===== src/source/tinker_pkg.sv =====
package tinker_pkg;

    typedef logic [63:0] word_t;
    typedef logic [31:0] addr_t;
    typedef logic [31:0] instr_t;
    typedef logic [4:0]  reg_idx_t;
    typedef logic [11:0] imm_t;

    // kept Tinker opcodes, everything else decodes as a no-op
    typedef enum logic [4:0] {
        op_and     = 5'b00000,
        op_or      = 5'b00001,
        op_xor     = 5'b00010,
        op_not     = 5'b00011,
        op_shftr   = 5'b00100,
        op_shftri  = 5'b00101,
        op_shftl   = 5'b00110,
        op_shftli  = 5'b00111,
        op_jump    = 5'b01000,
        op_brr_rd  = 5'b01001,
        op_brr_lit = 5'b01010,
        op_brnz    = 5'b01011,
        op_brgt    = 5'b01110,
        op_halt    = 5'b01111,
        op_load    = 5'b10000,
        op_mov_rr  = 5'b10001,
        op_mov_lit = 5'b10010,
        op_store   = 5'b10011,
        op_add     = 5'b11000,
        op_addi    = 5'b11001,
        op_sub     = 5'b11010,
        op_subi    = 5'b11011
    } opcode_t;

    localparam word_t reset_pc    = 64'h2000;
    localparam word_t instr_bytes = 64'd4;
    localparam int    num_regs    = 32;

    // operand source selects
    localparam logic [1:0] fwd_none = 2'd0;  // register file value
    localparam logic [1:0] fwd_mem  = 2'd1;  // EX/MEM result
    localparam logic [1:0] fwd_wb   = 2'd2;  // MEM/WB value

    typedef struct packed {
        word_t  pc;
        instr_t instr;
    } fetch_stage_t;

    typedef struct packed {
        word_t    pc;
        opcode_t  opcode;
        reg_idx_t rd;
        reg_idx_t rs;
        reg_idx_t rt;
        logic     uses_rt;
        word_t    rs_val;
        word_t    rt_val;
        word_t    rd_val;
        word_t    literal;  // already sign extended
    } decode_stage_t;

    typedef struct packed {
        opcode_t  opcode;
        reg_idx_t rd;
        logic     reg_write;
        logic     mem_read;
        logic     mem_write;
        word_t    result;
        addr_t    address;
        word_t    store_data;
    } mem_stage_t;

    typedef struct packed {
        reg_idx_t rd;
        logic     reg_write;
        word_t    value;
    } wb_stage_t;

endpackage


===== src/source/tinker_decoder.sv =====
`timescale 1ns/100ps

module tinker_decoder (
    input  tinker_pkg::instr_t   instr,
    output tinker_pkg::opcode_t  opcode,
    output tinker_pkg::reg_idx_t rd,
    output tinker_pkg::reg_idx_t rs,
    output tinker_pkg::reg_idx_t rt,
    output tinker_pkg::word_t    literal,
    output logic                 uses_rt,
    output logic                 is_halt
);

    import tinker_pkg::*;

    imm_t lit_field;

    assign opcode    = opcode_t'(instr[31:27]);  // unknown codes pass through
    assign rd        = instr[26:22];
    assign rs        = instr[21:17];
    assign rt        = instr[16:12];
    assign lit_field = instr[11:0];
    assign literal   = {{52{lit_field[11]}}, lit_field};

    assign is_halt = (opcode == op_halt);

    // forms that take the literal in place of rt
    always_comb begin
        case (opcode)
            op_addi,
            op_subi,
            op_shftri,
            op_shftli,
            op_mov_lit,
            op_brr_lit,
            op_load,
            op_store: uses_rt = 1'b0;
            default:  uses_rt = 1'b1;
        endcase
    end

endmodule


===== config.mk =====
export PLATFORM = sky130hd
export DESIGN_NAME = tinker_decoder
export DESIGN_NICKNAME = d
export VERILOG_FILES = /design/src/source/tinker_pkg.sv /design/src/source/tinker_decoder.sv
export SDC_FILE = /design/constraint.sdc
export NUM_CORES = 1
export LEC_CHECK = 0
export ABC_AREA = 1
export BUFFER_PORTS_ARGS = -buffer_cell sky130_fd_sc_hd__buf_2
export CORE_UTILIZATION = 32
export DETAILED_ROUTE_END_ITERATION = 8
export PLACE_DENSITY_LB_ADDON = 0.12
export SYNTH_ARGS = -nofsm -noshare
export SYNTH_HDL_FRONTEND = slang
export SYNTH_SLANG_ARGS = --single-unit

===== constraint.sdc =====
create_clock -name vclk -period 0.8
set_input_delay 0.08 -clock vclk [all_inputs]
set_output_delay 0.08 -clock vclk [all_outputs]
set_load 0.02 [all_outputs]

* After elaboration in Yosys (flattened, before gate mapping)
Memory sizes are Yosys's and may differ from the RTL's. Index checks and enable logic that the tools add are counted.
Operators by class: equal/unequal tests 1
Operators with widths (count):
- 5-bit by 4-bit == test with 1-bit output (second input constant) | 1
Storage, ports and cells: register bits after elaboration 0, memory bits (read-only) 32, bits of input ports 32, output and inout bits 86, word-level logic and storage cells 2, memories 1
Memories:
- (no name shown) | words 32, bits a word 1, rd ports 1, clocked after Yosys merged registers in 0, wr ports 0, line tinker_decoder.sv:29 | case (opcode)

* Depth between registers and ports, before layout
word-level depth 1, mapped depth 7, gate-level depth less buffers 7

* Worst setup path before layout
No wires, ideal clock.
path kind input port to output port, from input instr[28], to output is_halt, arrival time 609 ps, required time 720 ps, path slack 111 ps, cell stages on the path 2, buffers on the path 0, path through inv_1 -> nor4_2
On the way: cells in the longest elaborated chain, start to end 1
Ends and longest elaborated chain:
- start: declaration | line tinker_decoder.sv:4 | input tinker_pkg::instr_t instr,
- 5-bit by 4-bit == test with 1-bit output | line tinker_decoder.sv:25 | assign is_halt = (opcode == op_halt);
- end: declaration | line tinker_decoder.sv:11 | output logic is_halt
No other way between the ends.

* Worst setup path in the final report
from input instr[31], to output is_halt
The elaborated chain is that of the path after synthesis.

==> results.py <==
metrics = {
    "outcome": {
        "status": "completed",
    },
    "logic_synthesis": {
        "synthesis.nets": 135,
        "post_synth_most_frequent_cells": "84 x sky130_fd_sc_hd__buf_4, 9 x sky130_fd_sc_hd__nand2_1, 6 x sky130_fd_sc_hd__inv_1",
        "yosys.cell_types.count": 7,
        "ys_warn_count": 0,
        "syn-instance-count": 103,
        "dominant_cell_type_by_area_after_synthesis": "sky130_fd_sc_hd__buf_4",
        "synth.cell_area_sq_um": 713,
        "synth_top_cells_by_area": "sky130_fd_sc_hd__buf_4 88%, sky130_fd_sc_hd__nand2_1 4.7%, sky130_fd_sc_hd__inv_1 3.2%",
        "postSynthAreaPerCell_sq_um": 6.92,
        "post-synth-top-count-cell": "sky130_fd_sc_hd__buf_4",
        "synthDominantCellAreaShare_pct": 88.4,
        "ys_seq_area_share_pct": 0,
    },
    "floorplanning": {
        "floorplan.die.width_um": 49.2,
        "die_h_um": 49.2,
        "floorplan.initialDensity_pct": 35.3,
        "area_of_the_core_region_sq_um": 2020,
        "die_area_sq_um": 2420,
        "floorplan.rows": 16,
        "i_o_pin_count": 118,
    },
    "detailed_routing": {
        "routed_wirelength_um": 627,
        "route.layer.met1.wl_um": 172,
        "routed.top_layer": "met4",
        "drt_drc_violations_left": 0,
        "route.vias.total": 183,
        "firstDrtPassIters": 2,
        "route.detailed.wl_per_inst_um": 10.8,
        "antenna_left": 0,
        "detailroute.wirelength.met2_um": 259,
        "first_iter_violations": 1,
        "via_per_inst": 3.16,
        "met3WireLength_um": 179,
    },
    "layout": {
        "n_fill_cell": 238,
        "nClkBuffers": 0,
        "final_cell_count_no_fill": 58,
        "drive_above_1_share_pct": 51.6,
        "num_antenna_cells": 0,
        "n_sequential_cell": 0,
        "final_nets": 65,
        "regArea_sq_um": 0,
        "area_delta_synth_final_pct": -72.3,
    },
    "global_route": {
        "grt_max_degree": 54,
        "first_global_vias": 198,
        "initial_antenna_violation_count": 0,
        "grt_first_pass_wirelength_um": 952,
        "grtUsageTotal_pct": 4.64,
        "globalRoute.totalOverflow": 0,
    },
    "timing": {
        "hold_violations": 0,
        "final-max-slew-violation-count": 0,
        "fin_crit_sh_pct": 90.7,
        "timing.setup.tns_ns": 0,
        "rsz0062_at_grt": "no",
        "final-setup-viol-count": 0,
        "min_period_ns": 0.725,
        "worst-slew-pin-transition_ns": 0.186,
        "max_freq_ghz": 1.38,
        "rel_slew_slack_pct": 87.5,
    },
    "setup_path": {
        "cp-start-kind": "input pin",
        "worstSetupPathType": "in -> out",
        "crit_fanout": 4,
        "endpoint_kind": "output port",
        "critPathArrivalTime_ns": 0.65,
        "required_ns": 0.72,
    },
    "worst_hold_path": {
        "count_of_cells_along_the_worst_hold_path": 0,
        "hold_end": "literal[3]",
        "hold_sp": "instr[3]",
        "holdCritPathClass": "in -> out",
    },
    "placed_design": {
        "port-buffer-count": 12,
        "place.detailed.hpwl_um": 504,
        "globalplace.congestion": 0.614,
        "place_inst": 58,
    },
    "cts": {
        "holdBufCountCts": 0,
    },
    "power_and_ir_drop": {
        "ir_worst_vdd_mv": 0.0856,
        "p_per_area_nw_per_um2": 542,
        "static-leakage-power_nw": 0.113,
    },
    "job": {
        "cap_viol_max_count": 0,
    },
}
per-stage QoR:
step	hold WS [ns]	cell area, sq um	power [mW]	worst slack, ns	util, %
floorplan	0.212	713	0.646	0.111	-
finish	0.160	198	0.107	0.0746	9.78
global route	0.160	198	0.119	0.0000592	9.78
global placement	0.160	176	0.0964	0.00792	8.73
CTS	0.160	176	0.0946	0.0106	8.73
detailed placement	0.160	176	0.0942	0.00704	8.73
layout by cell type (no fill, tap or decap), drive strengths merged:
master,instances
a21oi,1
buf,12
inv,6
nand2,9
nand3,1
nor2,1
nor4,1
critical path: stages:
cell and delay (ns):
sky130_fd_sc_hd__buf_2 0.13, sky130_fd_sc_hd__nor4_2 0.25, sky130_fd_sc_hd__buf_4 0.18
layer usage:
metal	up-vias	GRT usage, %
li1	80	-
met3	6	4.05
met5	-	0
met4	0	1.96
met1	73	3.30
met2	24	8.45
final cells by class:
class                      count  area (sq um)  area share [%]
timing repair buffer          12          77.6            39.2
multi-input combinational     13          63.8            32.3
tap                           27          33.8            17.1
inverter                       6          22.5            11.4
power by group:
group / internal, mW / total, mW / switching [mW] / leakage (nW)
clock: 0 / 0 / 0 / 0
combinational: 0.0438 / 0.107 / 0.0634 / 0.113
sequential: 0 / 0 / 0 / 0
total: 0.0438 / 0.107 / 0.0634 / 0.113
cell families after synthesis:
group	count (synthesis)	synth area share, %
buffers and inverters	90	91.6
AO/OA/AOI/OAI	1	0.701
AND/OR/NAND/NOR	12	7.72
worst max path at each step:
| stage | from | end | depth (start not counted) |
|---|---|---|---|
| after floorplan | instr[28] | is_halt | 2 |
| after global placement | instr[28] | uses_rt | 9 |
| after detailed placement | instr[28] | uses_rt | 9 |
| after CTS | instr[28] | uses_rt | 9 |
| after global routing | instr[28] | uses_rt | 9 |
| final | instr[31] | is_halt | 3 |
what timing repair did:
action	in CTS	in global routing
buffers inserted	0	0
setup endpoints to repair	0	2
gates resized for setup	0	8
No activity file was read; power rests on OpenSTA's default activity.
