$ cat src/source/tinker_pkg.sv
package tinker_pkg;

    typedef logic [63:0] word_t;
    typedef logic [31:0] addr_t;
    typedef logic [31:0] instr_t;
    typedef logic [4:0]  reg_idx_t;
    typedef logic [11:0] imm_t;

    // kept Tinker opcodes, everything else decodes as a no-op
    typedef enum logic [4:0] {
        op_and     = 5'b00000,
        op_or      = 5'b00001,
        op_xor     = 5'b00010,
        op_not     = 5'b00011,
        op_shftr   = 5'b00100,
        op_shftri  = 5'b00101,
        op_shftl   = 5'b00110,
        op_shftli  = 5'b00111,
        op_jump    = 5'b01000,
        op_brr_rd  = 5'b01001,
        op_brr_lit = 5'b01010,
        op_brnz    = 5'b01011,
        op_brgt    = 5'b01110,
        op_halt    = 5'b01111,
        op_load    = 5'b10000,
        op_mov_rr  = 5'b10001,
        op_mov_lit = 5'b10010,
        op_store   = 5'b10011,
        op_add     = 5'b11000,
        op_addi    = 5'b11001,
        op_sub     = 5'b11010,
        op_subi    = 5'b11011
    } opcode_t;

    localparam word_t reset_pc    = 64'h2000;
    localparam word_t instr_bytes = 64'd4;
    localparam int    num_regs    = 32;

    // operand source selects
    localparam logic [1:0] fwd_none = 2'd0;  // register file value
    localparam logic [1:0] fwd_mem  = 2'd1;  // EX/MEM result
    localparam logic [1:0] fwd_wb   = 2'd2;  // MEM/WB value

    typedef struct packed {
        word_t  pc;
        instr_t instr;
    } fetch_stage_t;

    typedef struct packed {
        word_t    pc;
        opcode_t  opcode;
        reg_idx_t rd;
        reg_idx_t rs;
        reg_idx_t rt;
        logic     uses_rt;
        word_t    rs_val;
        word_t    rt_val;
        word_t    rd_val;
        word_t    literal;  // already sign extended
    } decode_stage_t;

    typedef struct packed {
        opcode_t  opcode;
        reg_idx_t rd;
        logic     reg_write;
        logic     mem_read;
        logic     mem_write;
        word_t    result;
        addr_t    address;
        word_t    store_data;
    } mem_stage_t;

    typedef struct packed {
        reg_idx_t rd;
        logic     reg_write;
        word_t    value;
    } wb_stage_t;

endpackage

$ cat src/source/tinker_data_port.sv
`timescale 1ns/100ps

module tinker_data_port (
    input  logic              clk,
    input  logic              reset,
    input  logic              req_valid,
    input  logic              req_write,
    input  tinker_pkg::addr_t req_addr,
    input  tinker_pkg::word_t req_data,
    output logic              wb_cyc,
    output logic              wb_stb,
    output logic              wb_we,
    output tinker_pkg::addr_t wb_adr,
    output tinker_pkg::word_t wb_dat_o,
    input  tinker_pkg::word_t wb_dat_i,
    input  logic              wb_ack,
    output tinker_pkg::word_t load_data,
    output logic              mem_stall
);

    logic done;   // ack seen, request leaves the memory stage this cycle
    logic start;

    assign start     = req_valid && !done && !wb_cyc;
    assign mem_stall = req_valid && !done;

    always_ff @(posedge clk or posedge reset) begin
        if (reset) begin
            wb_cyc <= 1'b0;
            wb_stb <= 1'b0;
            wb_we  <= 1'b0;
            done   <= 1'b0;
        end else if (wb_cyc && wb_ack) begin
            wb_cyc <= 1'b0;
            wb_stb <= 1'b0;
            wb_we  <= 1'b0;
            done   <= 1'b1;
        end else begin
            done <= 1'b0;
            if (start) begin
                wb_cyc <= 1'b1;
                wb_stb <= 1'b1;
                wb_we  <= req_write;
            end
        end
    end

    always_ff @(posedge clk) begin
        if (start) begin
            wb_adr   <= req_addr;
            wb_dat_o <= req_data;
        end
        if (wb_cyc && wb_ack) begin
            load_data <= wb_dat_i;
        end
    end

    // classic cycle keeps the strobe and address until ack
    a_adr_stable: assert property (
        @(posedge clk) disable iff (reset)
        (wb_stb && !wb_ack) |=> (wb_stb && $stable(wb_adr))
    );

endmodule

$ cat config.mk
export PLATFORM = sky130hd
export DESIGN_NAME = tinker_data_port
export DESIGN_NICKNAME = d
export VERILOG_FILES = /design/src/source/tinker_pkg.sv /design/src/source/tinker_data_port.sv
export SDC_FILE = /design/constraint.sdc
export NUM_CORES = 1
export LEC_CHECK = 0
export ABC_AREA = 1
export BUFFER_PORTS_ARGS = -buffer_cell sky130_fd_sc_hd__buf_2
export CORE_AREA = 2 2 127 129
export DETAILED_ROUTE_END_ITERATION = 6
export DIE_AREA = 0 0 129 131
export SETUP_SLACK_MARGIN = 0.5
export SLEW_MARGIN = 20
export SYNTH_ARGS = -nofsm -noshare
export SYNTH_HDL_FRONTEND = slang
export SYNTH_SLANG_ARGS = --single-unit
$ cat constraint.sdc
create_clock -name clk -period 9.1 [get_ports clk]
set_input_delay 0.91 -clock clk [delete_from_list [all_inputs] [get_ports clk]]
set_output_delay 0.91 -clock clk [all_outputs]
set_load 0.005 [all_outputs]
Yosys cells after proc, flatten, opt, wreduce, memory -nomap -nowiden

Index checks and enable logic that the tools add are counted.

Reductions and logical operators: 6
Muxes and demuxes: 5

Operators by type and width:

| cell               | number |
|---|---|
| 2-to-1 mux 1 bit   | 5 |
| logical AND 1 bit  | 3 |
| zero test 1 bit    | 2 |
| nonzero test 2 bit | 1 |

Word-level logic and storage cells: 17
Input port bits: 165
Register bits: 163
Output and inout bits: 164

Longest topological paths before layout

Gate-level depths: netlist of run 1.

Depth after elaboration: 5
Mapped depth: 4
Gate-level depth less buffers: 4

Worst setup path before layout of run 1

No wires, ideal clock.

Path type: in2reg
Start point: input req_valid
End point: register wb_adr[0], enable pin
Stages on the path: 2
Path buffers: 0
Arrival time: 2.875 ns
Required time: 8.650 ns
Setup time: 0.450 ns
Setup slack: 5.775 ns
Cell sequence: nand3_2 > inv_1

Longest elaborated chain between the ends: 2

Ends and longest elaborated chain:

| element                         | RTL line               | source |
|---|---|---|
| start: declaration              | tinker_data_port.sv:6  | `input logic req_valid,` |
| logical AND 1 bit (2 in series) | tinker_data_port.sv:24 | `assign start = req_valid && !done && !wb_cyc;` |
| named net start                 | tinker_data_port.sv:22 | `logic start;` |
| end signal: assignment          | tinker_data_port.sv:50 | `wb_adr <= req_addr;` |
| end: declaration                | tinker_data_port.sv:13 | `output tinker_pkg::addr_t wb_adr,` |

The timed path passes the listed nets, and every way through them passes these cells.
A chain may end at the register's enable or synchronous reset.

Worst setup path in the final report of run 1

Start point: input req_valid
End point: register wb_dat_o[22], enable pin

Longest elaborated chain between the ends: 2

Ends and longest elaborated chain:

| element                         | RTL line               | source |
|---|---|---|
| logical AND 1 bit (2 in series) | tinker_data_port.sv:24 |  |
| named net start                 | tinker_data_port.sv:22 |  |
| end signal: assignment          | tinker_data_port.sv:51 | `wb_dat_o <= req_data;` |
| end: declaration                | tinker_data_port.sv:14 | `output tinker_pkg::word_t wb_dat_o,` |

The timed path passes the listed nets, and every way through them passes these cells.

==> impl_metrics.csv, run 1 <==
group,metric,value,unit
critical_path,worst_setup_path_start_kind,"input pin",
placement,post-dp-hpwl,9.55,mm
timing,grt_setup_unrepaired,"no",
global_route,grt_util_all_layers,14.0,%
floorplanning,boundaryPins,329,
floorplanning,row_count,46,
synth,synth_area,0.00496,sq mm
critical_path,r2r.worst_path.cells,4,
status,run_status,"completed",
min_path,hold_path.class,"input pin to async pin",
clock_network,cts_sinks,163,
synth,yosysUniqueCellTypes,10,
timing,layout_min_cycle_time,2210,ps
final_layout,n_antenna_cell,0,
timing,tightest_slew,1020,ps
synth,syn_inst,177,
clock_network,cts_setup_buffers,0,
timing,finalSetupViolCount,0,
critical_path,reg2reg_slack,6970,ps
clock_network,hold_buffers,0,
synth,synth-seq-cells,163,
critical_path,worst_path_max_delay_cell,"buf_4",
timing,skew,13.0,ps
routing,viasPerCell,4.06,
routing,drtIter0Drc,209,
critical_path,cp.arrival,2240,ps
final_layout,drive_gt1_share,67.6,%
routing,firstDrtPassIters,4,
global_route,grt_first_pass_wirelength,16.9,mm
job,cap_violations,0,
synth,synth_fp_nets,342,
timing,drv_slew,0,
routing,drt_wl_total,12.5,mm
power,p_per_area,238,mW/mm^2
final_layout,final_common_cell,"buf_2",
floorplanning,die_y,131,um
floorplanning,fp.dieArea,0.0169,sq mm
global_route,grt_overflow,0,
synth,yosysWarnings,0,
clock_network,numCtsBuffers,17,
placement,portBuffers,328,
clock_network,cts-root-buf,"clkbuf_16",
clock_network,cts_max_level,4,
timing,max_freq,453,MHz
power,p_total,1.77,mW
power,ir_drop,118,uV
global_route,antenna_found_initial,1,
clock_network,clkLatencyLatePin,420,ps
floorplanning,fp.dieW,129,um
timing,final.setup.tns,0,ps
clock_network,clockBufferDepth,2,
critical_path,critPathMaxFanout,82,
global_route,grt_pass1_vias,3231,
floorplanning,core-area,0.0156,sq mm
routing,post-route-drc-count,0,
final_layout,fin_util,47.7,%
routing,ant_nets,0,
global_route,grt_start_max_net_pins,83,
critical_path,cpPeakStageDelay,780,ps
synth,avgSynthCellArea,28.0,sq um
clock_network,clkTransAtPathRegs,60,ps
final_layout,nNetsFinal,690,
timing,maxSlewHeadroom,31.9,%
critical_path,r2r_start,"wb_stb",
synth,synth_seq_area_share,98.4,%
clock_network,cts_tree,"built",
placement,gp_congestion,0.804,
timing,finalHoldViolCount,0,
clock_network,ctsResizeCount,0,
critical_path,end_kind,"flop",
final_layout,synthToLayoutAreaGrowth,50.1,%
routing,wl_per_cell,16.5,um
critical_path,path_cells,"buf_2 -> nand3_2 -> clkinv_2 -> buf_4",
floorplanning,start_util,31.8,%
power,p_leak,3.15,nW
final_layout,n_fill_cell,1372,
critical_path,required,9130,ps
timing,period_share,24.2,%
critical_path,critPathKind,"input pin to flop",
critical_path,reg2reg_to,"wb_dat_o[22]",
final_layout,layout_common_cells,"buf_2 (328), edfxtp_1 (160), clkbuf_16 (17)",
routing,vias,3055,
[per-stage QoR]
stage / instances / hold WS [ps] / area (sq um) / setup slack [ps]
5_1_grt: 753 / 345 / 7440 / 6770
6_report: 753 / 349 / 7440 / 6890
4_1_cts: 753 / 328 / 7440 / 6890
2_1_floorplan: 177 / 499 / 4960 / 5780
3_5_place_dp: 722 / 533 / 6880 / 6430
3_3_place_gp: 722 / 507 / 6880 / 6510
[sequential cells by signal, indices dropped and copies added, names as in the netlist]
name and cells:
wb_we 1, done 1, load_data 64, wb_stb 1, wb_dat_o 64, wb_adr 32
[final cells by class]
class / count / area (sq um) / share of cell area, %
clock inverters: 13 / 134 / 1.80
repair buffers: 330 / 1660 / 22.3
multi-input cells: 7 / 48.8 / 0.656
well taps: 216 / 270 / 3.63
flip-flops and latches: 163 / 4880 / 65.6
inverters: 6 / 23.8 / 0.319
clock buffers: 18 / 429 / 5.77
[kinds of logic after synthesis]
| group | count (synthesis) | share of synthesized area (%) |
|---|---|---|
| DFF | 163 | 98.4 |
| AOI/OAI and AO/OA | 1 | 0.101 |
| and+or+nand+nor | 6 | 0.883 |
| buffers and inverters | 7 | 0.606 |
[report_power, final]
| group | internal (mW) | total [mW] | switching, mW |
|---|---|---|---|
| combinational | 0.0674 | 0.153 | 0.0854 |
| sequential | 0.913 | 0.930 | 0.0170 |
| clock | 0.402 | 0.685 | 0.283 |
[cells in the mapped netlist]
master | count | area (sq um)
buf_4 | 1 | 7.51
nor2_4 | 1 | 11.3
nand3_2 | 2 | 20.0
nand2_1 | 2 | 7.51
inv_1 | 5 | 18.8
edfxtp_1 | 160 | 4800
o21ai_0 | 1 | 5.00
dfrtp_1 | 3 | 75.1
nand3_1 | 1 | 5.00
inv_2 | 1 | 3.75
[critical path: cells and delay by family]
family	cells	cell delay, ps
buf+inv	3	1110
simple gates	1	110
[worst max-delay path by stage]
stage,start,endpoint,slack [ps],cells past startpoint
finish,req_valid,wb_dat_o[22],6890,4
detailed placement,req_valid,wb_dat_o[37],6430,4
global placement,req_valid,wb_dat_o[2],6510,4
global route,req_valid,wb_adr[4],6770,4
floorplan,req_valid,wb_adr[0],5780,2
CTS,req_valid,wb_dat_o[30],6890,4
[per-layer routing]
metal / global-route usage (%) / wire length [um] / vias up
met1: 13.6 / 4280 / 1431
li1: - / - / 1399
met5: 0 / 16 / -
met3: 7.65 / 1580 / 16
met2: 24.5 / 6360 / 207
met4: 6.33 / 216 / 2
(Power assumes the default switching activity.)
==> run 2: changes to the inputs <==
--- a/config.mk
+++ b/config.mk
@@ -5,11 +5,12 @@
 export SDC_FILE = /design/constraint.sdc
 export NUM_CORES = 1
 export LEC_CHECK = 0
-export ABC_AREA = 1
+export ABC_AREA = 0
 export BUFFER_PORTS_ARGS = -buffer_cell sky130_fd_sc_hd__buf_2
-export CORE_AREA = 2 2 127 129
+export CORE_AREA = 2 2 126 128
 export DETAILED_ROUTE_END_ITERATION = 6
-export DIE_AREA = 0 0 129 131
+export DIE_AREA = 0 0 128 130
+export PLACE_DENSITY = 0.67
 export SETUP_SLACK_MARGIN = 0.5
 export SLEW_MARGIN = 20
 export SYNTH_ARGS = -nofsm -noshare
==> constraint.sdc (replaced) <==
create_clock -name clk -period 1.8 [get_ports clk]
set_input_delay 0.18 -clock clk [delete_from_list [all_inputs] [get_ports clk]]
set_output_delay 0.18 -clock clk [all_outputs]
set_load 0.005 [all_outputs]
==> run 2 against run 1 <==
Compared with the run above: the run now fails in 4_1_cts; synthesized cell count fell by 1.7%; synthesized area rose by 0.18%.
==> impl_metrics.csv, run 2 <==
group,metric,value,unit
synth,yosysWarnings,0,
floorplanning,start_util,32.2,%
status,haltStage,"4_1_cts",
floorplanning,die_y,130,um
clock_network,cts-root-buf,"clkbuf_16",
placement,gp_congestion,0.719,
synth,synth_fp_nets,339,
synth,yosys.area.top_type,"edfxtp_1",
synth,yosysUniqueCellTypes,13,
status,first-error,"[ERROR RSZ-0060] Max buffer count reached.",
synth,synth_seq_area_share,98.2,%
clock_network,ctsResizeCount,6,
clock_network,cts_max_level,4,
placement,post-dp-hpwl,9.47,mm
clock_network,clockBufferDepth,2,
synth,synth_edf_count,160,
synth,synth_area,0.00497,sq mm
placement,portBuffers,328,
synth,ys_top_cells_by_count,"edfxtp_1 (160), dfrtp_1 (3)",
synth,netlist_top_cells_area,"edfxtp_1 (97%), dfrtp_1 (1.5%), nand2b_4 (0.28%), o211ai_2 (0.25%), nand4bb_1 (0.23%)",
floorplanning,row_count,46,
synth,syn_inst,174,
synth,avgSynthCellArea,28.5,sq um
status,run_status,"aborted with a tool error",
placement,place_area,0.00689,sq mm
synth,synth-seq-cells,163,
floorplanning,boundaryPins,329,
clock_network,cts_sinks,163,
synth,synth_top_area_share,96.7,%
clock_network,cts_setup_buffers,3,
synth,synthFlopType,"edfxtp_1",
clock_network,hold_buffers,148,
synth,ys_async_sr_fraction,1.84,%
clock_network,numCtsBuffers,17,
synth,synth.most_common_cell,"edfxtp_1",
floorplanning,fp.dieW,128,um
==> run 2: through the flow <==
stage	setup slack, ps	cells	utilization (%)
after floorplan	-535	174	-
after global placement	401	695	44.7
after detailed placement	344	695	44.7
==> run 2: cell families after synthesis <==
| logic type | synth area share, % |
|---|---|
| and+or+nand+nor | 1.01 |
| muxes | 0.202 |
| buffers and inverters | 0.302 |
| DFF | 98.2 |
| AOI/OAI and AO/OA | 0.252 |
==> run 3: changes to the inputs <==
--- a/config.mk
+++ b/config.mk
@@ -7,11 +7,10 @@
 export LEC_CHECK = 0
 export ABC_AREA = 0
 export BUFFER_PORTS_ARGS = -buffer_cell sky130_fd_sc_hd__buf_2
-export CORE_AREA = 2 2 126 128
+export CORE_AREA = 2 2 129 131
 export DETAILED_ROUTE_END_ITERATION = 6
-export DIE_AREA = 0 0 128 130
-export PLACE_DENSITY = 0.67
-export SETUP_SLACK_MARGIN = 0.5
+export DIE_AREA = 0 0 131 133
+export PLACE_DENSITY_LB_ADDON = 0.15
 export SLEW_MARGIN = 20
 export SYNTH_ARGS = -nofsm -noshare
 export SYNTH_HDL_FRONTEND = slang
==> constraint.sdc (replaced) <==
create_clock -name clk -period 2.34 [get_ports clk]
set_input_delay 0.234 -clock clk [delete_from_list [all_inputs] [get_ports clk]]
set_output_delay 0.234 -clock clk [all_outputs]
set_load 0.005 [all_outputs]
==> run 3 against run 2 <==
Compared with the run above: synthesized area unchanged; synthesized cell count unchanged; the flow again stops in 4_1_cts.
==> impl_metrics.csv, run 3 <==
group,metric,value,unit
status,run_status,"aborted with a tool error",
status,haltStage,"4_1_cts",
status,first-error,"[ERROR RSZ-0060] Max buffer count reached.",
synth,synthFlopType,"edfxtp_1",
synth,ys_top_cells_by_count,"edfxtp_1 (160), dfrtp_1 (3)",
synth,netlist_top_cells_area,"edfxtp_1 (97%), dfrtp_1 (1.5%), nand2b_4 (0.28%), o211ai_2 (0.25%), nand4bb_1 (0.23%)",
floorplanning,die_y,133,um
placement,portBuffers,328,
clock_network,cts_setup_buffers,0,
floorplanning,boundaryPins,329,
synth,synth_area,0.00497,sq mm
floorplanning,start_util,30.7,%
floorplanning,fp.dieW,131,um
clock_network,cts-root-buf,"clkbuf_16",
synth,yosysUniqueCellTypes,13,
synth,synth_fp_nets,339,
synth,yosysWarnings,0,
placement,gp_congestion,0.704,
synth,ys_async_sr_fraction,1.84,%
clock_network,cts_sinks,163,
floorplanning,row_count,47,
synth,yosys.area.top_type,"edfxtp_1",
synth,synth.most_common_cell,"edfxtp_1",
synth,synth_seq_area_share,98.2,%
synth,synth-seq-cells,163,
clock_network,clockBufferDepth,2,
synth,syn_inst,174,
clock_network,ctsResizeCount,0,
synth,avgSynthCellArea,28.5,sq um
synth,synth_top_area_share,96.7,%
clock_network,cts_max_level,4,
placement,dp_cells,729,
clock_network,numCtsBuffers,17,
synth,synth_edf_count,160,
clock_network,hold_buffers,153,
placement,post-dp-hpwl,9.64,mm
[run 3: cell families after synthesis]
logic type | after synthesis | share of synthesized area (%)
buffers and inverters | 3 | 0.302
DFF | 163 | 98.2
and+or+nand+nor | 6 | 1.01
AOI/OAI and AO/OA | 1 | 0.252
muxes | 1 | 0.202
[run 3: stage by stage]
stage | util (%) | setup WS, ps | cell area (sq um)
2_1_floorplan | - | 5.17 | 4980
3_3_place_gp | 43.3 | 699 | 7000
3_5_place_dp | 43.3 | 696 | 7000
