<file path="src/source/tinker_pkg.sv">
package tinker_pkg;

    typedef logic [63:0] word_t;
    typedef logic [31:0] addr_t;
    typedef logic [31:0] instr_t;
    typedef logic [4:0]  reg_idx_t;
    typedef logic [11:0] imm_t;

    // kept Tinker opcodes, everything else decodes as a no-op
    typedef enum logic [4:0] {
        op_and     = 5'b00000,
        op_or      = 5'b00001,
        op_xor     = 5'b00010,
        op_not     = 5'b00011,
        op_shftr   = 5'b00100,
        op_shftri  = 5'b00101,
        op_shftl   = 5'b00110,
        op_shftli  = 5'b00111,
        op_jump    = 5'b01000,
        op_brr_rd  = 5'b01001,
        op_brr_lit = 5'b01010,
        op_brnz    = 5'b01011,
        op_brgt    = 5'b01110,
        op_halt    = 5'b01111,
        op_load    = 5'b10000,
        op_mov_rr  = 5'b10001,
        op_mov_lit = 5'b10010,
        op_store   = 5'b10011,
        op_add     = 5'b11000,
        op_addi    = 5'b11001,
        op_sub     = 5'b11010,
        op_subi    = 5'b11011
    } opcode_t;

    localparam word_t reset_pc    = 64'h2000;
    localparam word_t instr_bytes = 64'd4;
    localparam int    num_regs    = 32;

    // operand source selects
    localparam logic [1:0] fwd_none = 2'd0;  // register file value
    localparam logic [1:0] fwd_mem  = 2'd1;  // EX/MEM result
    localparam logic [1:0] fwd_wb   = 2'd2;  // MEM/WB value

    typedef struct packed {
        word_t  pc;
        instr_t instr;
    } fetch_stage_t;

    typedef struct packed {
        word_t    pc;
        opcode_t  opcode;
        reg_idx_t rd;
        reg_idx_t rs;
        reg_idx_t rt;
        logic     uses_rt;
        word_t    rs_val;
        word_t    rt_val;
        word_t    rd_val;
        word_t    literal;  // already sign extended
    } decode_stage_t;

    typedef struct packed {
        opcode_t  opcode;
        reg_idx_t rd;
        logic     reg_write;
        logic     mem_read;
        logic     mem_write;
        word_t    result;
        addr_t    address;
        word_t    store_data;
    } mem_stage_t;

    typedef struct packed {
        reg_idx_t rd;
        logic     reg_write;
        word_t    value;
    } wb_stage_t;

endpackage

</file>
<file path="src/source/tinker_hazard.sv">
`timescale 1ns/100ps

module tinker_hazard (
    input  logic                 clk,
    input  logic                 reset,
    input  logic                 ex_valid,
    input  tinker_pkg::reg_idx_t ex_rs,
    input  tinker_pkg::reg_idx_t ex_rt,
    input  tinker_pkg::reg_idx_t ex_rd,
    input  logic                 ex_uses_rt,
    input  logic                 ex_is_load,
    input  tinker_pkg::reg_idx_t mem_rd,
    input  logic                 mem_reg_write,
    input  logic                 mem_is_load,
    input  tinker_pkg::reg_idx_t wb_rd,
    input  logic                 wb_reg_write,
    input  tinker_pkg::reg_idx_t id_rs,
    input  tinker_pkg::reg_idx_t id_rt,
    input  tinker_pkg::reg_idx_t id_rd,
    input  logic                 id_uses_rt,
    input  logic                 id_valid,
    output logic [1:0]           fwd_rs,
    output logic [1:0]           fwd_rt,
    output logic [1:0]           fwd_rd,
    output logic                 load_use
);

    import tinker_pkg::*;

    // newest producer first
    function automatic logic [1:0] pick_src(reg_idx_t src, logic used);
        if (!ex_valid || !used) return fwd_none;
        if (mem_reg_write && mem_rd == src) return fwd_mem;
        if (wb_reg_write && wb_rd == src) return fwd_wb;
        return fwd_none;
    endfunction

    always_comb begin
        fwd_rs = pick_src(ex_rs, 1'b1);
        fwd_rt = pick_src(ex_rt, ex_uses_rt);
        fwd_rd = pick_src(ex_rd, 1'b1);  // rd is a source for addi, store, branches
    end

    // rs and rd compared for every opcode, a few spare bubbles at most
    assign load_use = ex_valid && ex_is_load && id_valid &&
                      (ex_rd == id_rs || ex_rd == id_rd || (id_uses_rt && ex_rd == id_rt));

    // load data only exists after the bus ack, the stall must have kept it out of EX/MEM forwarding
    a_no_load_forward: assert property (
        @(posedge clk) disable iff (reset)
        mem_is_load |-> (fwd_rs != fwd_mem && fwd_rt != fwd_mem && fwd_rd != fwd_mem)
    );

endmodule

</file>
<file path="config.mk">
export PLATFORM = sky130hd
export DESIGN_NAME = tinker_hazard
export DESIGN_NICKNAME = d
export VERILOG_FILES = /design/src/source/tinker_pkg.sv /design/src/source/tinker_hazard.sv
export SDC_FILE = /design/constraint.sdc
export NUM_CORES = 1
export LEC_CHECK = 0
export BUFFER_PORTS_ARGS = -buffer_cell sky130_fd_sc_hd__buf_2
export CAP_MARGIN = 10
export CORE_MARGIN = 4
export CORE_UTILIZATION = 39
export DETAILED_ROUTE_END_ITERATION = 8
export PLACE_DENSITY = 0.86
export SLEW_MARGIN = 20
export SYNTH_ARGS = -nofsm -noshare
export SYNTH_HDL_FRONTEND = slang
export SYNTH_SLANG_ARGS = --single-unit
export TNS_END_PERCENT = 10
</file>
<file path="constraint.sdc">
create_clock -name vclk -period 2.1
set_clock_uncertainty 0.1 [all_clocks]
set_input_delay 0.42 -clock vclk [all_inputs]
set_output_delay 0.42 -clock vclk [all_outputs]
set_load 0.005 [all_outputs]
</file>
Word level (Yosys, flattened, before mapping)
Index checks and enable logic that the tools add are counted.
W data, S select, Z words.
{"block": "totals", "ram_bits": 0, "rom_bits": 0, "latchBits": 0, "regBits": 0, "elab_cells": 57, "inputBits": 50, "mem_count": 0, "output_inout_bits": 7}
{"block": "op_classes", "bitwise": 0, "magnitude_cmp": 0, "n_eq_ne": 9, "n_div": 0, "reduce_logical": 15, "shift": 0, "n_addsub": 0, "n_mul": 0, "muxes": 33}
{"op": "$eq A5 B5 Y1", "count": 9}
{"op": "$mux W2", "count": 17}
{"op": "$mux W1", "count": 16}
{"op": "$logic_and A1 B1 Y1", "count": 10}
{"op": "$logic_or A1 B1 Y1", "count": 3}
{"op": "$logic_not A1 Y1", "count": 2}

Longest topological paths before layout
Gate-level depths: netlist of run 1.
{"block": "logic_depth", "word_depth": 9, "ltp_mapped": 5, "mapped_depth_nobuf": 4}

Least setup slack after synthesis of run 1
OpenSTA, ideal clock, no wires.
{"block": "synth_path", "path_type": "input port to output port", "startpoint": "input ex_rd[2]", "endpoint": "output load_use", "slack_ns": 0.229, "stages": 5, "required_time_ns": 1.580, "path_buffers": 1, "arrival_time_ns": 1.351, "path_cell_list": "buf_6 > xnor2_1 > nand4_1 > or4_1 > nand3_1"}
{"block": "synth_via", "elab_chain_len": 4, "word_cells_on_any_way": 7, "cone_classes": "eq/ne: 3; reduce/logical: 4"}
{"item": "start, declared", "line": "tinker_hazard.sv:9", "rtl": "input tinker_pkg::reg_idx_t ex_rd,"}
{"item": "$eq A5 B5 Y1", "line": "tinker_hazard.sv:46", "rtl": "(ex_rd == id_rs || ex_rd == id_rd || (id_uses_rt && ex_rd == id_rt));"}
{"item": "$logic_or A1 B1 Y1 / $logic_and A1 B1 Y1 (equally long branches)", "line": "tinker_hazard.sv:46"}
{"item": "$logic_or A1 B1 Y1 *", "line": "tinker_hazard.sv:46"}
{"item": "$logic_and A1 B1 Y1 *", "line": "tinker_hazard.sv:45", "rtl": "assign load_use = ex_valid && ex_is_load && id_valid &&"}
{"item": "end, declared", "line": "tinker_hazard.sv:25", "rtl": "output logic load_use"}
Mark *: on every way between the ends. The rest lies on a longest branch, timed or not.

Worst setup path after layout of run 1
{"block": "layout_path", "startpoint": "input ex_rd[2]", "endpoint": "output fwd_rd[0]"}
{"block": "layout_via", "elab_chain_len": 8, "word_cells_on_any_way": 14, "cone_classes": "eq/ne: 2; mux: 10; reduce/logical: 2"}
{"item": "$eq A5 B5 Y1", "line": "tinker_hazard.sv:34", "rtl": "if (wb_reg_write && wb_rd == src) return fwd_wb;"}
{"item": "$logic_and A1 B1 Y1", "line": "tinker_hazard.sv:34"}
{"item": "$mux W1 (2 in a row)", "line": "tinker_hazard.sv:34"}
{"item": "$mux W1", "line": "tinker_hazard.sv:33", "rtl": "if (mem_reg_write && mem_rd == src) return fwd_mem;"}
{"item": "$mux W2", "line": "tinker_hazard.sv:35", "rtl": "return fwd_none;"}
{"item": "$mux W2 *", "line": "tinker_hazard.sv:34"}
{"item": "$mux W2 *", "line": "tinker_hazard.sv:33"}
{"item": "end, declared", "line": "tinker_hazard.sv:24", "rtl": "output logic [1:0] fwd_rd,"}
Mark *: on every way between the ends. The rest lies on a longest branch, timed or not. The select of a mux whose other input is x is not followed.

==> results_dict.tcl, run 1 <==
set metrics [dict create \
    fin_crit_ns 1.974 \
    status "complete, no violations" \
    busiest_layer "met2" \
    syn_area_um2 586.8 \
    fin_setup_tns_ns 0 \
    setup_slack_ns 0.1263 \
    fin_nets 177 \
    place_inst 140 \
    seq_area_frac_synth_pct 0 \
    crit_required_ns 1.58 \
    maxCapViolCount 0 \
    pre_cts_ws_ns 0.02958 \
    drv_slew 0 \
    fmax_mhz 506.7 \
    antenna_cells 0 \
    area_growth_syn_to_layout_pct 44.78 \
    post-route-drc-count 0 \
    routedWlPerCell_um 12.03 \
    cp_max_fo 5 \
    rsz0062_at_grt "false" \
    cts_resized 0 \
    die_h_um 46.79 \
    die_w_um 46.79 \
    cp.arrival_ns 1.45 \
    coreArea_mm2 0.001366 \
    p_leak_nw 0.4233 \
    gp_congestion 0.8281 \
    instances_no_fill 140 \
    final_core_util_pct 62.18 \
    use_met3_pct 2.299 \
    antenna_found_initial 0 \
    seqCellArea_um2 0 \
    num_vias 702 \
    synth_top_area_share_pct 34.33 \
    setup_viol 0 \
    initial_utilization_pct 42.95 \
    grtUsageMet2_pct 29.54 \
    gr-total-overflow 0 \
    place_area_um2 839.6 \
    grt_max_degree 7 \
    ctsHoldBuffers 0 \
    hold_violations 0 \
    dieArea_mm2 0.002189 \
    syn-num-nets 125 \
    row_count 13 \
    finalPower_uw 156.6 \
    synth.most_common_cell "xnor2_1" \
    yosysWarnings 0 \
    finalCritPeriodShare_pct 93.98 \
    dr.pass1.iters 3 \
    grt_pass1_vias 635 \
    hpwl_um 1573 \
    grt.total_usage_pct 14.79 \
    syn_inst 75 \
    synth_top_area_cell "xnor2_1" \
    wl_um 1684 \
    final_cell_area_um2 849.6 \
    post_drt_via_cell_ratio 5.014 \
    synth.area.top_cells "xnor2_1 34%, xor2_1 33%, nor4_1 7.5%, buf_6 5.8%, nand4_1 5.3%" \
    worst_pin_slew_ns 0.2754 \
    worstSetupStartpointType "input pin" \
    grt_first_pass_wirelength_um 2421 \
    hp-start "ex_uses_rt" \
    clkbuf_count 0 \
    gr-usage-met1_pct 17.27 \
    power.density_mw_per_mm2 184.3 \
    n_fill_cell 145 \
    synth_cell_type_count 12 \
    drive_above_1_share_pct 44.80 \
    crit_type "in -> out" \
    synth_commonest_cells "23 x xnor2_1, 22 x xor2_1, 7 x nor4_1" \
    avgSynthCellArea_um2 7.824 \
    crit_path_end_kind "output port" \
    cp-startpoint "ex_rd[2]" \
    drt_iter0_markers 4 \
    relSlewSlack_pct 81.47 \
    ant_nets 0 \
    hold_class "in -> out" \
    postCtsSetupBuffers 0 \
    num_io_pins 57 \
    peakVddDrop_v 0.00008716 \
    portBuffers 54 \
    flops_and_latches 0 \
    hold-worst-slack_ns 1.062 \
    multiInputGateArea_um2 550.5 \
]
-- cell usage in the layout (no fill, tap or decap) --
cell type  netlist  routed
and2_1           2       2
and3_1           4       4
buf_2            2      53
buf_4            0       1
clkbuf_4         0       1
nand2_1          1       1
nand3_1          4       4
nand4_1          5       5
nor3_1           1       1
nor4_1           7       7
or4_1            1       1
xnor2_1         23      22
xnor2_2          0       1
xor2_1          22      22
-- layout make-up --
class,count,share of cell area [%]
multi-input combinational,70,64.80
tap,15,2.209
timing repair buffer,55,32.99
-- critical path, stage by stage --
cell and delay (ns):
clkbuf_4 0.16, xor2_1 0.15, nor4_1 0.29, and3_1 0.21
and2_1 0.12, buf_2 0.10
-- report_power, final --
part | switching [mW] | total [mW] | leakage, nW | internal, mW
Sequential | 0 | 0 | 0 | 0
Combinational | 0.0717 | 0.157 | 0.423 | 0.0849
Clock | 0 | 0 | 0 | 0
Total | 0.0717 | 0.157 | 0.423 | 0.0849
-- layer usage --
| metal | share of wire, % | up-vias |
|---|---|---|
| met4 | 0 | 0 |
| li1 | - | 358 |
| met1 | 39 | 299 |
| met5 | 0 | - |
| met3 | 16 | 0 |
| met2 | 45 | 45 |
-- final timing paths --
kind         to  cells after the start
min   fwd_rt[0]                      3
max   fwd_rd[0]                      6
-- logic make-up (layout without fill, tap and decap cells) --
logic type,after synthesis,count (layout),synth area share [%]
XOR/XNOR,45,45,67.16
AND/OR/NAND/NOR,25,25,25.37
buffers and inverters,5,55,7.462
Note: power is estimated with default switching activity, not from simulation.
==> inputs of run 2 (changes only) <==
CORE_UTILIZATION = 35   (was 39)
PLACE_DENSITY = 0.81   (was 0.86)
clock period = 1.65 ns   (was 2.1 ns; I/O delays follow)
==> run 2 against run 1 <==
Compared with the run above: the flow now finishes with violations (setup timing); power up 69%; flip-flop and latch count stayed put; die area rose by 9.4%; largest cell class unchanged; core utilization grew 8.8 points; via count increased by 7.3%; worst setup slack worse by 0.21 ns; sequential share of layout area unchanged; count of clock-buffer cells in the layout is the same; cell area up 29%; hold slack got worse by 0.17 ns; largest power group unchanged; non-clock buffer count up 15.
==> results_dict.tcl, run 2 (same netlist as run 1, synthesis figures left out) <==
set metrics [dict create \
    fin_nets 192 \
    worst_pin_slew_ns 0.2481 \
    crit_path_end_kind "output port" \
    critPathTopFamily "simple AND/OR/NAND/NOR gates" \
    rsz0062_at_grt "true" \
    violations "setup timing" \
    grt_max_degree 6 \
    routedWlPerCell_um 12.70 \
    die_h_um 48.95 \
    relSlewSlack_pct 83.32 \
    dr.pass1.iters 4 \
    hold-worst-slack_ns 0.8886 \
    gp_congestion 0.7635 \
    portBuffers 54 \
    clkbuf_count 0 \
    postCtsSetupBuffers 0 \
    setup_viol 6 \
    final_core_util_pct 70.94 \
    ctsHoldBuffers 0 \
    dieArea_mm2 0.002396 \
    path_buf_inv 2 \
    post-route-drc-count 0 \
    n_fill_cell 124 \
    grt.total_usage_pct 15.49 \
    final_common_cell "buf_2" \
    cp_max_fo 5 \
    initial_utilization_pct 38.07 \
    wl_um 1981 \
    drive_above_1_share_pct 57.14 \
    post_drt_via_cell_ratio 4.827 \
    multiInputGateArea_um2 614.3 \
    pre_cts_ws_ns -0.1395 \
    flops_and_latches 0 \
    fin_crit_ns 1.730 \
    grt_pass1_vias 764 \
    crit_path_cell_trace "buf_4 -> xnor2_2 -> nand4_1 -> or4_1 -> nand3_1 -> buf_2" \
    num_io_pins 57 \
    num_vias 753 \
    crit_cells 6 \
    drv_slew 0 \
    holdPathStages 3 \
    setup_slack_ns -0.07972 \
    crit_required_ns 1.22 \
    antenna_found_initial 0 \
    hold_class "in -> out" \
    crit_type "in -> out" \
    coreArea_mm2 0.001541 \
    finalCritPeriodShare_pct 104.8 \
    cp.arrival_ns 1.30 \
    antenna_cells 0 \
    final_cell_mix "43 x buf_2, 21 x xor2_1, 18 x buf_4, 17 x xnor2_1, 7 x buf_6" \
    critPathMaxStageDelay_ns 0.40 \
    power.density_mw_per_mm2 241.6 \
    area_growth_syn_to_layout_pct 86.35 \
    maxCapViolCount 0 \
    peakVddDrop_v 0.0001277 \
    status "finished, violations left" \
    fmax_mhz 578.1 \
    ant_nets 0 \
    row_count 14 \
    die_w_um 48.95 \
    seqCellArea_um2 0 \
    critPathSlowestCell "or4_1" \
    p_leak_nw 0.5486 \
    worstSetupStartpointType "input pin" \
    hold_violations 0 \
    drt_iter0_markers 6 \
    gr-total-overflow 0 \
    grt_first_pass_wirelength_um 3160 \
]
-- run 2: through the flow --
step                instance area, um^2  std cells  power, mW  TNS (ns)
global route                       1094        156     0.2860   -0.7972
global placement                  975.9        156     0.2259   -0.6153
detailed placement                975.9        156     0.2328   -0.7270
CTS                                1076        156     0.2613   -0.4240
finish                             1094        156     0.2642   -0.3318
floorplan                         611.8         75     0.1179         0
-- run 2: final cells by class --
type / instances / share of cell area, %
Tap cell: 16 / 1.831
Multi-Input combinational cell: 70 / 56.18
Timing Repair Buffer: 70 / 41.99
-- run 2: path summary, 6_finish.rpt --
path / to / startpoint
max: load_use / ex_rd[0]
min: fwd_rt[0] / ex_uses_rt
-- run 2: timing repair --
item                                   CTS  global route
pin swaps                               14             8
endpoints found under the hold margin    0             0
setup endpoints to repair                7             7
gates cloned                             0             0
gates resized for setup                 24             3
-- run 2: per-layer routing --
| layer | up-vias | global-route usage [%] | part of all wire [%] |
|---|---|---|---|
| met4 | 0 | 0 | 0 |
| met3 | 0 | 3.364 | 11 |
| met5 | - | 0 | 0 |
| met1 | 322 | 18.94 | 41 |
| li1 | 386 | - | - |
| met2 | 45 | 28.91 | 47 |
-- run 2: worst min-delay path, delay by kind of cell --
family        cells  cell delay (ns)
simple gates      1             0.14
buf+inv           2             0.19
-- run 2: where the power goes --
part           internal (mW)  total [mW]  switching [mW]
registers                  0           0               0
logic                  0.155       0.264           0.109
clock network              0           0               0
==> inputs of run 3 (changes only) <==
CORE_UTILIZATION = 42   (was 35)
GPL_ROUTABILITY_DRIVEN = 0   (was default)
PLACE_DENSITY = 0.91   (was 0.81)
clock period = 2.2 ns   (was 1.65 ns; I/O delays follow)
==> run 3 against run 2 <==
Compared with the run above: hold slack improved by 0.21 ns; the flow now finishes without violations; flip-flop and latch count stayed put; global-route usage is 1.4 points higher; largest power group unchanged; power is 42% lower; non-clock buffer count decreased by 15; critical path type unchanged; critical path depth unchanged; cell area down 22%; routed wire length down 9.0%; core utilization shrank 5.3 points; die area decreased by 14%; worst setup slack improved by 0.18 ns.
==> results_dict.tcl, run 3 (same netlist as run 1, synthesis figures left out) <==
set metrics [dict create \
    setup_viol 0 \
    postCtsSetupBuffers 0 \
    maxCapViolCount 0 \
    hold-worst-slack_ns 1.103 \
    routedWlPerCell_um 12.88 \
    final_common_cell "buf_2" \
    seqCellArea_um2 0 \
    grt_first_pass_wirelength_um 2704 \
    cp.arrival_ns 1.56 \
    grt.total_usage_pct 16.89 \
    routed.top_layer "met4" \
    worst_pin_slew_ns 0.3735 \
    cp_common_cell "buf_2" \
    coreArea_mm2 0.001301 \
    status "complete, no violations" \
    ant_nets 0 \
    dr.pass1.iters 2 \
    crit_path_cell_trace "buf_2 -> xor2_1 -> nor4_1 -> and3_1 -> and2_1 -> buf_2" \
    hold_violations 0 \
    antenna_found_initial 0 \
    critPathSlowestCell "nor4_1" \
    crit_type "in -> out" \
    grt_max_degree 7 \
    fmax_mhz 476.5 \
    dieArea_mm2 0.002059 \
    gr-total-overflow 0 \
    relSlewSlack_pct 74.87 \
    crit_required_ns 1.66 \
    grt_pass1_vias 715 \
    drive_above_1_share_pct 45.60 \
    ctsHoldBuffers 0 \
    wl_um 1803 \
    num_io_pins 57 \
    area_growth_syn_to_layout_pct 45.63 \
    finalCritPeriodShare_pct 95.38 \
    peakVddDrop_v 0.0001028 \
    post_drt_via_cell_ratio 5.093 \
    fin_setup_tns_ns 0 \
    power.density_mw_per_mm2 179.0 \
    drv_slew 0 \
    critPathMaxStageDelay_ns 0.34 \
    rsz0062_at_grt "false" \
    holdPathStages 3 \
    clkbuf_count 0 \
    drt_iter0_markers 4 \
    worstSetupStartpointType "input pin" \
    die_w_um 45.38 \
    hold_class "in -> out" \
    cp_max_fo 5 \
    initial_utilization_pct 45.10 \
    fin_crit_ns 2.098 \
    antenna_cells 0 \
    p_leak_nw 0.4283 \
    wl_met2_um 956 \
    die_h_um 45.38 \
    row_count 13 \
    fin_nets 177 \
    route.met3.wl_um 186 \
    crit_path_end_kind "output port" \
    hpwl_um 1689 \
    portBuffers 54 \
    num_vias 713 \
    wl_met1_um 624 \
    final_cell_mix "54 x buf_2, 22 x xor2_1, 21 x xnor2_1, 7 x nor4_1, 5 x nand4_1" \
    post-route-drc-count 0 \
    flops_and_latches 0 \
]
-- run 3: cell count changes in the layout (fill, tap and decap cells not counted), sizes merged --
cell,before,now
buf,70,55
-- run 3: path summary, 6_finish.rpt --
path                         to        from
worst max-delay path  fwd_rd[0]    ex_rd[2]
worst min-delay path  fwd_rt[0]  ex_uses_rt
-- run 3: layout make-up --
class / instances / area (um^2)
multi-input combinational: 70 / 558.0
tap: 15 / 18.77
timing repair buffer: 55 / 277.8
fill: 120 / 446.7
-- run 3: what timing repair did --
| item | CTS | global route |
|---|---|---|
| endpoints found under the setup margin | 0 | 1 |
| resized for setup | 0 | 2 |
| hold endpoints to repair | 0 | 0 |
-- run 3: critical path, delay by kind of cell --
| kind | cells | cell delay (ns) |
|---|---|---|
| xor+xnor | 1 | 0.16 |
| buf+inv | 2 | 0.26 |
| simple gates | 3 | 0.69 |
-- run 3: where the power goes --
| part | switching (mW) | total, mW | internal, mW |
|---|---|---|---|
| combinational | 0.0713 | 0.153 | 0.0817 |
| sequential | 0 | 0 | 0 |
| clock | 0 | 0 | 0 |
| total | 0.0713 | 0.153 | 0.0817 |
-- run 3: layer usage --
| layer | up-vias | track usage [%] |
|---|---|---|
| met5 | - | 0 |
| met4 | 0 | 4.094 |
| met3 | 4 | 1.976 |
| met1 | 314 | 17.65 |
| met2 | 39 | 34.26 |
| li1 | 356 | - |
-- run 3: metrics by stage --
step | utilization (%) | power (mW) | instances | setup slack (ns) | cell area [um^2]
2_1_floorplan | - | 0.08348 | 75 | 0.2894 | 586.8
3_3_place_gp | 64.52 | 0.1442 | 140 | 0.1181 | 839.6
3_5_place_dp | 64.52 | 0.1500 | 140 | 0.03611 | 839.6
4_1_cts | 64.52 | 0.1504 | 140 | 0.03364 | 839.6
5_1_grt | 65.67 | 0.1669 | 140 | 0.02272 | 854.6
6_report | 65.67 | 0.1530 | 140 | 0.1016 | 854.6
